## config.mk

```make
export PLATFORM = sky130hd
export DESIGN_NAME = FpgaVirtualConsole
export DESIGN_NICKNAME = d
export VERILOG_FILES = /design/src/hw/ConsolePkg.sv /design/src/hw/DisplayScanner.sv /design/src/hw/FpgaVirtualConsole.sv /design/src/hw/TextRam.sv /design/src/hw/UartReceiver.sv /design/src/hw/Vt100Parser.sv
export SDC_FILE = /design/constraint.sdc
export NUM_CORES = 2
export LEC_CHECK = 0
export CORE_MARGIN = 2
export CORE_UTILIZATION = 30
export DETAILED_ROUTE_END_ITERATION = 10
export DONT_BUFFER_PORTS = 1
export SETUP_SLACK_MARGIN = 0.05
export SLEW_MARGIN = 20
export SYNTH_ARGS = -nofsm -noshare
export SYNTH_HDL_FRONTEND = slang
export SYNTH_SLANG_ARGS = --single-unit
export TNS_END_PERCENT = 20
```

## constraint.sdc

```tcl
create_clock -name clk -period 5 [get_ports clk]
set_clock_uncertainty 0.05 [all_clocks]
set_input_delay 0.25 -clock clk [delete_from_list [all_inputs] [get_ports clk]]
set_output_delay 0.25 -clock clk [all_outputs]
set_load 0.005 [all_outputs]
```

## src/hw/ConsolePkg.sv

```systemverilog
package ConsolePkg;

    // Field widths
    localparam int CharWidth = 8;
    localparam int RowWidth = 5;
    localparam int ColWidth = 7;
    localparam int AddrWidth = 12;

    typedef logic [CharWidth-1:0] CharCode_t;
    typedef logic [RowWidth-1:0] RowIndex_t;
    typedef logic [ColWidth-1:0] ColIndex_t;

    // row * Cols + col
    typedef logic [AddrWidth-1:0] TextAddr_t;

    typedef struct packed {
        RowIndex_t row;
        ColIndex_t col;
    } Cursor_t;

    typedef struct packed {
        TextAddr_t address;
        CharCode_t data;
        logic      wren;
    } TextRamWrite_t;

    typedef struct packed {
        logic      hsync;
        logic      vsync;
        logic      active;
        CharCode_t character;
        logic      cursor;
    } VideoSignal_t;

    // Byte codes seen by the VT100 parser
    localparam CharCode_t AsciiBs = 8'h08;
    localparam CharCode_t AsciiLf = 8'h0A;
    localparam CharCode_t AsciiCr = 8'h0D;
    localparam CharCode_t AsciiEsc = 8'h1B;
    localparam CharCode_t AsciiSpace = 8'h20;
    localparam CharCode_t AsciiZero = 8'h30;
    localparam CharCode_t AsciiNine = 8'h39;
    localparam CharCode_t AsciiSemicolon = 8'h3B;
    localparam CharCode_t AsciiCapH = 8'h48;
    localparam CharCode_t AsciiCapJ = 8'h4A;
    localparam CharCode_t AsciiLeftBracket = 8'h5B;
    localparam CharCode_t AsciiTilde = 8'h7E;

endpackage

```

## src/hw/DisplayScanner.sv

```systemverilog
`timescale 1ns/1ns
module DisplayScanner #(
    parameter int Cols = 16,
    parameter int Rows = 8,
    parameter int HBlank = 4,
    parameter int VBlank = 2,
    parameter int BlinkFrames = 2
) (
    input  logic                     clk,
    input  logic                     arstN,
    input  ConsolePkg::Cursor_t      cursor,
    output ConsolePkg::TextAddr_t    readAddr,
    input  ConsolePkg::CharCode_t    readData,
    output ConsolePkg::VideoSignal_t vga
);
    import ConsolePkg::*;

    localparam int LineCycles = Cols + HBlank;
    localparam int FrameLines = Rows + VBlank;
    localparam int HWidth = $clog2(LineCycles);
    localparam int VWidth = $clog2(FrameLines);
    localparam int FrameWidth = $clog2(BlinkFrames + 1);

    typedef struct packed {
        logic hsync;
        logic vsync;
        logic active;
        logic cursor;
    } CellFlags_t;

    logic [HWidth-1:0] colCount;
    logic [VWidth-1:0] lineCount;
    logic [FrameWidth-1:0] frameCount;
    logic blinkOn;
    logic frameEnd;
    CellFlags_t cellNow;
    CellFlags_t cellDelayed;

    // Vsync rising edge at counter position
    assign frameEnd = (colCount == '0) && (lineCount == VWidth'(Rows));

    always_comb begin
        cellNow.active = (colCount < HWidth'(Cols)) && (lineCount < VWidth'(Rows));
        cellNow.hsync = (colCount == HWidth'(Cols));
        cellNow.vsync = (lineCount == VWidth'(Rows));
        cellNow.cursor = cellNow.active && blinkOn
            && (RowIndex_t'(lineCount) == cursor.row)
            && (ColIndex_t'(colCount) == cursor.col);
        readAddr = cellNow.active
            ? TextAddr_t'(lineCount) * TextAddr_t'(Cols) + TextAddr_t'(colCount)
            : '0;
    end

    always_ff @(posedge clk or negedge arstN) begin
        if (!arstN) begin
            colCount <= '0;
            lineCount <= '0;
        end else if (colCount == HWidth'(LineCycles - 1)) begin
            colCount <= '0;
            lineCount <= (lineCount == VWidth'(FrameLines - 1)) ? '0 : lineCount + 1'b1;
        end else begin
            colCount <= colCount + 1'b1;
        end
    end

    // Blink phase, starts on
    always_ff @(posedge clk or negedge arstN) begin
        if (!arstN) begin
            frameCount <= '0;
            blinkOn <= 1'b1;
        end else if (frameEnd) begin
            if (frameCount == FrameWidth'(BlinkFrames - 1)) begin
                frameCount <= '0;
                blinkOn <= !blinkOn;
            end else begin
                frameCount <= frameCount + 1'b1;
            end
        end
    end

    // Flags wait one cycle for the RAM, then everything registers into vga
    always_ff @(posedge clk or negedge arstN) begin
        if (!arstN) begin
            cellDelayed <= '0;
            vga <= '0;
        end else begin
            cellDelayed <= cellNow;
            vga.hsync <= cellDelayed.hsync;
            vga.vsync <= cellDelayed.vsync;
            vga.active <= cellDelayed.active;
            vga.character <= cellDelayed.active ? readData : '0;
            vga.cursor <= cellDelayed.cursor;
        end
    end

endmodule

```

## src/hw/FpgaVirtualConsole.sv

```systemverilog
`timescale 1ns/1ns
module FpgaVirtualConsole #(
    parameter int Cols = 16,
    parameter int Rows = 8,
    parameter int ClkFrequency = 10_000_000,
    parameter int Baud = 1_000_000,
    parameter int HBlank = 4,
    parameter int VBlank = 2,
    parameter int BlinkFrames = 2
) (
    input  logic                     clk,
    input  logic                     arstN,
    input  logic                     uartRx,
    output ConsolePkg::VideoSignal_t vga
);
    import ConsolePkg::*;

    logic uartReady;
    CharCode_t uartData;
    TextRamWrite_t ramWrite;
    Cursor_t cursor;
    TextAddr_t scanAddr;
    CharCode_t scanData;

    UartReceiver #(
        .ClkFrequency(ClkFrequency),
        .Baud(Baud)
    ) uartReceiver_i (
        .clk(clk),
        .arstN(arstN),
        .rx(uartRx),
        .dataReady(uartReady),
        .data(uartData)
    );

    Vt100Parser #(
        .Cols(Cols),
        .Rows(Rows)
    ) vt100Parser_i (
        .clk(clk),
        .arstN(arstN),
        .dataReady(uartReady),
        .data(uartData),
        .ramWrite(ramWrite),
        .cursor(cursor)
    );

    TextRam #(
        .Cols(Cols),
        .Rows(Rows)
    ) textRam_i (
        .clk(clk),
        .ramWrite(ramWrite),
        .readAddr(scanAddr),
        .readData(scanData)
    );

    DisplayScanner #(
        .Cols(Cols),
        .Rows(Rows),
        .HBlank(HBlank),
        .VBlank(VBlank),
        .BlinkFrames(BlinkFrames)
    ) displayScanner_i (
        .clk(clk),
        .arstN(arstN),
        .cursor(cursor),
        .readAddr(scanAddr),
        .readData(scanData),
        .vga(vga)
    );

endmodule

```

## src/hw/TextRam.sv

```systemverilog
`timescale 1ns/1ns
module TextRam #(
    parameter int Cols = 16,
    parameter int Rows = 8
) (
    input  logic                      clk,
    input  ConsolePkg::TextRamWrite_t ramWrite,
    input  ConsolePkg::TextAddr_t     readAddr,
    output ConsolePkg::CharCode_t     readData
);
    import ConsolePkg::*;

    localparam int Cells = Cols * Rows;
    localparam int IndexWidth = $clog2(Cells);

    CharCode_t memory [Cells];
    logic [IndexWidth-1:0] writeIndex;
    logic [IndexWidth-1:0] readIndex;

    // Both users keep their addresses below Cells
    assign writeIndex = ramWrite.address[IndexWidth-1:0];
    assign readIndex = readAddr[IndexWidth-1:0];

    always_ff @(posedge clk) begin
        if (ramWrite.wren) begin
            memory[writeIndex] <= ramWrite.data;
        end
    end

    // Read before write on a collision
    always_ff @(posedge clk) begin
        readData <= memory[readIndex];
    end

endmodule

```

## src/hw/UartReceiver.sv

```systemverilog
`timescale 1ns/1ns
module UartReceiver #(
    parameter int ClkFrequency = 10_000_000,
    parameter int Baud = 1_000_000
) (
    input  logic                  clk,
    input  logic                  arstN,
    input  logic                  rx,
    output logic                  dataReady,
    output ConsolePkg::CharCode_t data
);
    import ConsolePkg::*;

    localparam int BitCycles = ClkFrequency / Baud;
    localparam int HalfBit = BitCycles / 2;
    localparam int CountWidth = $clog2(BitCycles + 1);
    // Bit 0 is the start bit, 1 to 8 are data
    localparam int StopBit = 9;

    logic [1:0] rxSync;
    logic busy;
    logic [3:0] bitIndex;
    logic [CountWidth-1:0] cycleCount;
    CharCode_t shiftReg;
    logic sampleNow;

    assign sampleNow = busy && (cycleCount == '0);
    assign dataReady = sampleNow && (bitIndex == 4'(StopBit)) && rxSync[1];
    assign data = shiftReg;

    always_ff @(posedge clk or negedge arstN) begin
        if (!arstN) begin
            rxSync <= 2'b11;
            busy <= 1'b0;
            bitIndex <= '0;
            cycleCount <= '0;
        end else begin
            rxSync <= {rxSync[0], rx};
            if (!busy) begin
                // Falling edge of the start bit
                if (!rxSync[1]) begin
                    busy <= 1'b1;
                    bitIndex <= '0;
                    cycleCount <= CountWidth'(HalfBit - 1);
                end
            end else if (sampleNow) begin
                cycleCount <= CountWidth'(BitCycles - 1);
                bitIndex <= bitIndex + 1'b1;
                // Start bit gone high again at mid-bit, treat as a glitch
                if (bitIndex == '0 && rxSync[1]) begin
                    busy <= 1'b0;
                end
                if (bitIndex == 4'(StopBit)) begin
                    busy <= 1'b0;
                end
            end else begin
                cycleCount <= cycleCount - 1'b1;
            end
        end
    end

    // LSB first
    always_ff @(posedge clk) begin
        if (sampleNow && bitIndex != '0 && bitIndex != 4'(StopBit)) begin
            shiftReg <= {rxSync[1], shiftReg[7:1]};
        end
    end

endmodule

```

## src/hw/Vt100Parser.sv

```systemverilog
`timescale 1ns/1ns
module Vt100Parser #(
    parameter int Cols = 16,
    parameter int Rows = 8
) (
    input  logic                      clk,
    input  logic                      arstN,
    input  logic                      dataReady,
    input  ConsolePkg::CharCode_t     data,
    output ConsolePkg::TextRamWrite_t ramWrite,
    output ConsolePkg::Cursor_t       cursor
);
    import ConsolePkg::*;

    localparam int Cells = Cols * Rows;

    typedef enum logic [1:0] {
        Ground,
        Escape,
        Csi,
        Clear
    } ParserState_t;

    // Saturating CSI parameter
    typedef logic [7:0] CsiParam_t;

    ParserState_t state;
    CsiParam_t param1;
    CsiParam_t param2;
    logic paramIndex;
    TextAddr_t clearAddr;

    TextAddr_t cursorAddr;
    RowIndex_t nextRow;
    logic isPrintable;
    logic isDigit;

    function automatic CsiParam_t addDigit(input CsiParam_t value, input CharCode_t digit);
        logic [11:0] sum;
        sum = 12'(value) * 12'd10 + 12'(digit - AsciiZero);
        return (sum > 12'd255) ? 8'd255 : sum[7:0];
    endfunction

    // Parameters are 1-based, zero means default
    function automatic RowIndex_t toRow(input CsiParam_t p);
        if (p == 8'd0) begin
            return '0;
        end
        if (int'(p) > Rows) begin
            return RowIndex_t'(Rows - 1);
        end
        return RowIndex_t'(p - 8'd1);
    endfunction

    function automatic ColIndex_t toCol(input CsiParam_t p);
        if (p == 8'd0) begin
            return '0;
        end
        if (int'(p) > Cols) begin
            return ColIndex_t'(Cols - 1);
        end
        return ColIndex_t'(p - 8'd1);
    endfunction

    always_comb begin
        cursorAddr = TextAddr_t'(cursor.row) * TextAddr_t'(Cols) + TextAddr_t'(cursor.col);
        nextRow = (cursor.row == RowIndex_t'(Rows - 1)) ? '0 : cursor.row + 1'b1;
        isPrintable = (data >= AsciiSpace) && (data <= AsciiTilde);
        isDigit = (data >= AsciiZero) && (data <= AsciiNine);
    end

    always_ff @(posedge clk or negedge arstN) begin
        if (!arstN) begin
            state <= Clear;
            clearAddr <= '0;
            cursor <= '0;
            ramWrite <= '0;
            param1 <= '0;
            param2 <= '0;
            paramIndex <= 1'b0;
        end else begin
            ramWrite.wren <= 1'b0;
            case (state)
                Clear: begin
                    // One space per cycle, incoming bytes are lost meanwhile
                    ramWrite <= '{address: clearAddr, data: AsciiSpace, wren: 1'b1};
                    clearAddr <= clearAddr + 1'b1;
                    if (clearAddr == TextAddr_t'(Cells - 1)) begin
                        state <= Ground;
                    end
                end
                Ground: begin
                    if (dataReady && isPrintable) begin
                        ramWrite <= '{address: cursorAddr, data: data, wren: 1'b1};
                        if (cursor.col == ColIndex_t'(Cols - 1)) begin
                            cursor.col <= '0;
                            cursor.row <= nextRow;
                        end else begin
                            cursor.col <= cursor.col + 1'b1;
                        end
                    end else if (dataReady) begin
                        case (data)
                            AsciiCr: cursor.col <= '0;
                            AsciiLf: cursor.row <= nextRow;
                            AsciiBs: begin
                                if (cursor.col != '0) begin
                                    cursor.col <= cursor.col - 1'b1;
                                end
                            end
                            AsciiEsc: state <= Escape;
                            default: ;
                        endcase
                    end
                end
                Escape: begin
                    if (dataReady) begin
                        param1 <= '0;
                        param2 <= '0;
                        paramIndex <= 1'b0;
                        state <= (data == AsciiLeftBracket) ? Csi : Ground;
                    end
                end
                Csi: begin
                    if (dataReady && isDigit) begin
                        if (paramIndex) begin
                            param2 <= addDigit(param2, data);
                        end else begin
                            param1 <= addDigit(param1, data);
                        end
                    end else if (dataReady && data == AsciiSemicolon) begin
                        paramIndex <= 1'b1;
                    end else if (dataReady) begin
                        // Final byte
                        state <= Ground;
                        if (data == AsciiCapH) begin
                            cursor.row <= toRow(param1);
                            cursor.col <= toCol(param2);
                        end else if (data == AsciiCapJ && param1 == 8'd2) begin
                            state <= Clear;
                            clearAddr <= '0;
                        end
                    end
                end
            endcase
        end
    end

endmodule

```

==> out/qor.yml <==
yosys:
  yosysSeqAreaShare_pct: 70.9
  netlist_area_um2: 47400
  synth_top_area_cell: "edfxtp_1"
  syn_area_per_cell_um2: 14.0
  postSynthRegisterBits: 1138
  synth_cell_type_count: 91
  synthCells: 3398
  synth_edf_count: 1032
  yosysWarnings: 0
  synth_ff_type: "edfxtp_1"
  async_reset_ff_share_pct: 8.61
  synth_top_area_share_pct: 65.4
  syn_nets: 3477
  synth_area_leaders: "edfxtp_1 (65%), dfrtp_1 (4.9%), mux2i_1 (2.8%)"
route:
  finalWirelength_um: 126000
  first_pass_iters: 6
  drtIter0Drc: 3260
  vias: 29200
  drc: 0
  postRouteAntennaNets: 0
  routedWlPerCell_um: 22.9
  via_per_inst: 5.31
cells_and_area:
  ff_latch_area_um2: 33600
  multi_input_area_um2: 12700
  utilization_pct: 34.0
  n_fill_cell: 15000
  drive_gt1_share_pct: 7.87
  final_common_cell: "edfxtp_1"
  layout_common_cells: "edfxtp_1 (1032), nand2_1 (310), o22ai_1 (210), nor2_1 (200), o21ai_0 (161)"
  syn_to_final_growth_pct: 12.4
  fin_nets: 3425
setup_path:
  max_stage_delay_ps: 520
  cpMaxStageDelayCell: "dfrtp_1"
  cp.required_ps: 5450
  cp_top_family: "compound AO/OA/AOI/OAI gates"
  cp-end-kind: "register"
  worstPathCellList: "ha_1 -> ha_1 -> fa_1 -> a21o_1 -> a21oi_1 -> xnor2_1 -> ha_1 -> or4_1 -> o21ai_0 -> o21ai_0 -> xor2_1 -> o21ai_1 -> a31oi_1"
  worstSetupPathType: "register to register"
  path_buf_inv: 0
  critPathMaxFanout: 9
  critical_path.startpoint_type: "register"
  worstPathArrival_ps: 4600
  crit_top_cell: "ha_1"
power:
  switching_share_pct: 20.5
  p_switching_uw: 3860
  p_leak_uw: 0.0165
  seqPwrFrac_pct: 54.9
  clockPowerShare_pct: 43.6
  cellPowerDensity_nw_per_um2: 354
  irDropWorstVdd_v: 0.000330
  p_int_uw: 15000
  combPwrFrac_pct: 1.5
clock_tree:
  clk_pin_slew_worst_paths_ps: 60
  postCtsSetupBuffers: 0
  cts_root_buf: "clkbuf_16"
  tritoncts.num_buffers: 112
  clk_latency_ps: 720
  clockBufferDepth: 3
  cts.sinks: 1138
  cts_tree: "done"
  h-tree-depth: 3
floorplan:
  dieArea_um2: 161000
  pin_count: 15
  die_w_um: 402
  fp.coreArea_um2: 157000
  die_h_um: 402
  rows: 145
  start_util_pct: 30.3
timing:
  fmax_mhz: 241
  tightest_slew_ps: 1110
  slew_viol_final: 0
  period_minus_slack_ps: 4150
  relSlewSlack_pct: 25.6
  min_period_over_period_pct: 83.1
  setup_slack_ps: 845
  grt_setup_unrepaired: "false"
  fin_tns_setup_ps: 0
  setup_viol: 0
  final_hold_viol_count: 0
global_routing:
  overflow: 0
  track_usage_pct: 15.2
  grt_pass1_vias: 28100
  grt_antenna_before_repair: 6
  grt_max_degree: 137
  grt_first_pass_wirelength_um: 187000
placed_design:
  place_ws_ps: 914
  dp_hpwl_um: 73000
  io_buffers: 0
  globalplace.congestion: 0.849
min_path:
  hp-class: "input pin to async pin"
flow_run:
  maxCapViolCount: 0
outcome:
  status: "finished, final reports clean"
==> through the flow <==
stage / total power [uW] / cell area (um2) / hold WS (ps) / cells
final: 18900 / 53300 / 205 / 5491
after global routing: 19400 / 53300 / 213 / 5491
after CTS: 19000 / 53200 / 166 / 5487
after detailed placement: 10800 / 49600 / -89.0 / 5283
after global placement: 10800 / 49600 / -91.0 / 5283
after floorplan: 10700 / 47400 / -95.6 / 3398
==> timing repair <==
| item | in CTS | in global routing |
|---|---|---|
| gates resized for setup | 0 | 0 |
| hold buffers | 4 | 0 |
| endpoints found under the hold margin | 99 | 0 |
==> cells in the mapped netlist (22+ instances only) <==
cell      count
nand3b_1     22
a31oi_1      53
a21oi_1     156
xnor2_1      35
and3_1      104
a211oi_1     23
edfxtp_1   1032
a41oi_1      24
buf_2        58
clkbuf_1    137
o221ai_1     42
nor2b_1      23
nand2_1     314
nor2_1      202
inv_1        44
nand3_1      51
o21ai_0     162
nor3_1       38
mux2i_1     133
o311ai_0     70
dfrtp_1      93
o22ai_1     210
ha_1         71
==> state kept, by name, summed over array words and instances, names as in the netlist <==
signal                        cells
displayScanner_i.blinkOn          1
displayScanner_i.cellDelayed      4
displayScanner_i.colCount         5
displayScanner_i.frameCount       2
displayScanner_i.lineCount        4
displayScanner_i.vga             12
textRam_i.memory               1024
textRam_i.readData                8
uartReceiver_i.bitIndex           4
uartReceiver_i.busy               1
uartReceiver_i.cycleCount         4
uartReceiver_i.data               8
uartReceiver_i.rxSync             2
vt100Parser_i.clearAddr          12
vt100Parser_i.cursor             12
vt100Parser_i.param1              8
vt100Parser_i.param2              8
vt100Parser_i.paramIndex          1
vt100Parser_i.ramWrite           16
vt100Parser_i.state               2
==> power groups by stage <==
stage | registers, uW | logic, uW | clock network, uW
finish | 10300 | 288 | 8230
global route | 10400 | 328 | 8750
CTS | 10300 | 289 | 8350
detailed placement | 10600 | 263 | 0
global placement | 10500 | 256 | 0
floorplan | 10500 | 221 | 0
==> layer usage <==
| layer | vias to the layer above | track usage [%] | wire [um] |
|---|---|---|---|
| met4 | 2 | 4.49 | 3450 |
| met1 | 14700 | 21.6 | 55100 |
| met3 | 180 | 2.40 | 9430 |
| li1 | 13200 | - | - |
| met2 | 1115 | 23.8 | 57900 |
| met5 | - | 0 | 11 |
==> layout make-up <==
| cell class | count | share of cell area, % |
|---|---|---|
| Antenna cell | 1 | 0.00470 |
| Clock buffer | 134 | 5.45 |
| Clock inverter | 66 | 1.18 |
| Inverter | 46 | 0.333 |
| Multi-Input combinational cell | 1992 | 23.9 |
| Sequential cell | 1138 | 63.1 |
| Tap cell | 2058 | 4.83 |
| Timing Repair Buffer | 56 | 1.14 |
==> final timing paths <==
check / end / slack, ps / cells after the start / startpoint
setup / recovery: vt100Parser_i.param1[1] / 850 / 13 / vt100Parser_i.param1[3]
hold / removal: vt100Parser_i.ramWrite[6] / 200 / 2 / arstN
setup reg to reg: vt100Parser_i.param1[1] / 850 / 13 / vt100Parser_i.param1[3]
hold reg to reg: uartReceiver_i.rxSync[1] / 310 / 0 / uartReceiver_i.rxSync[0]
max in group asynchronous: displayScanner_i.colCount[0] / 4180 / 2 / arstN
min in group clk: uartReceiver_i.rxSync[1] / 310 / 0 / uartReceiver_i.rxSync[0]
==> cell families after synthesis <==
logic type,after synthesis,synth area share (%)
xor gates and xnor gates,54,0.997
AOI/OAI and AO/OA,871,12.1
buffers and inverters,268,2.44
and+or+nand+nor,851,8.55
DFF,1138,70.9
muxes,136,2.90
adders and majority gates,80,2.17
(Power assumes the default switching activity.)
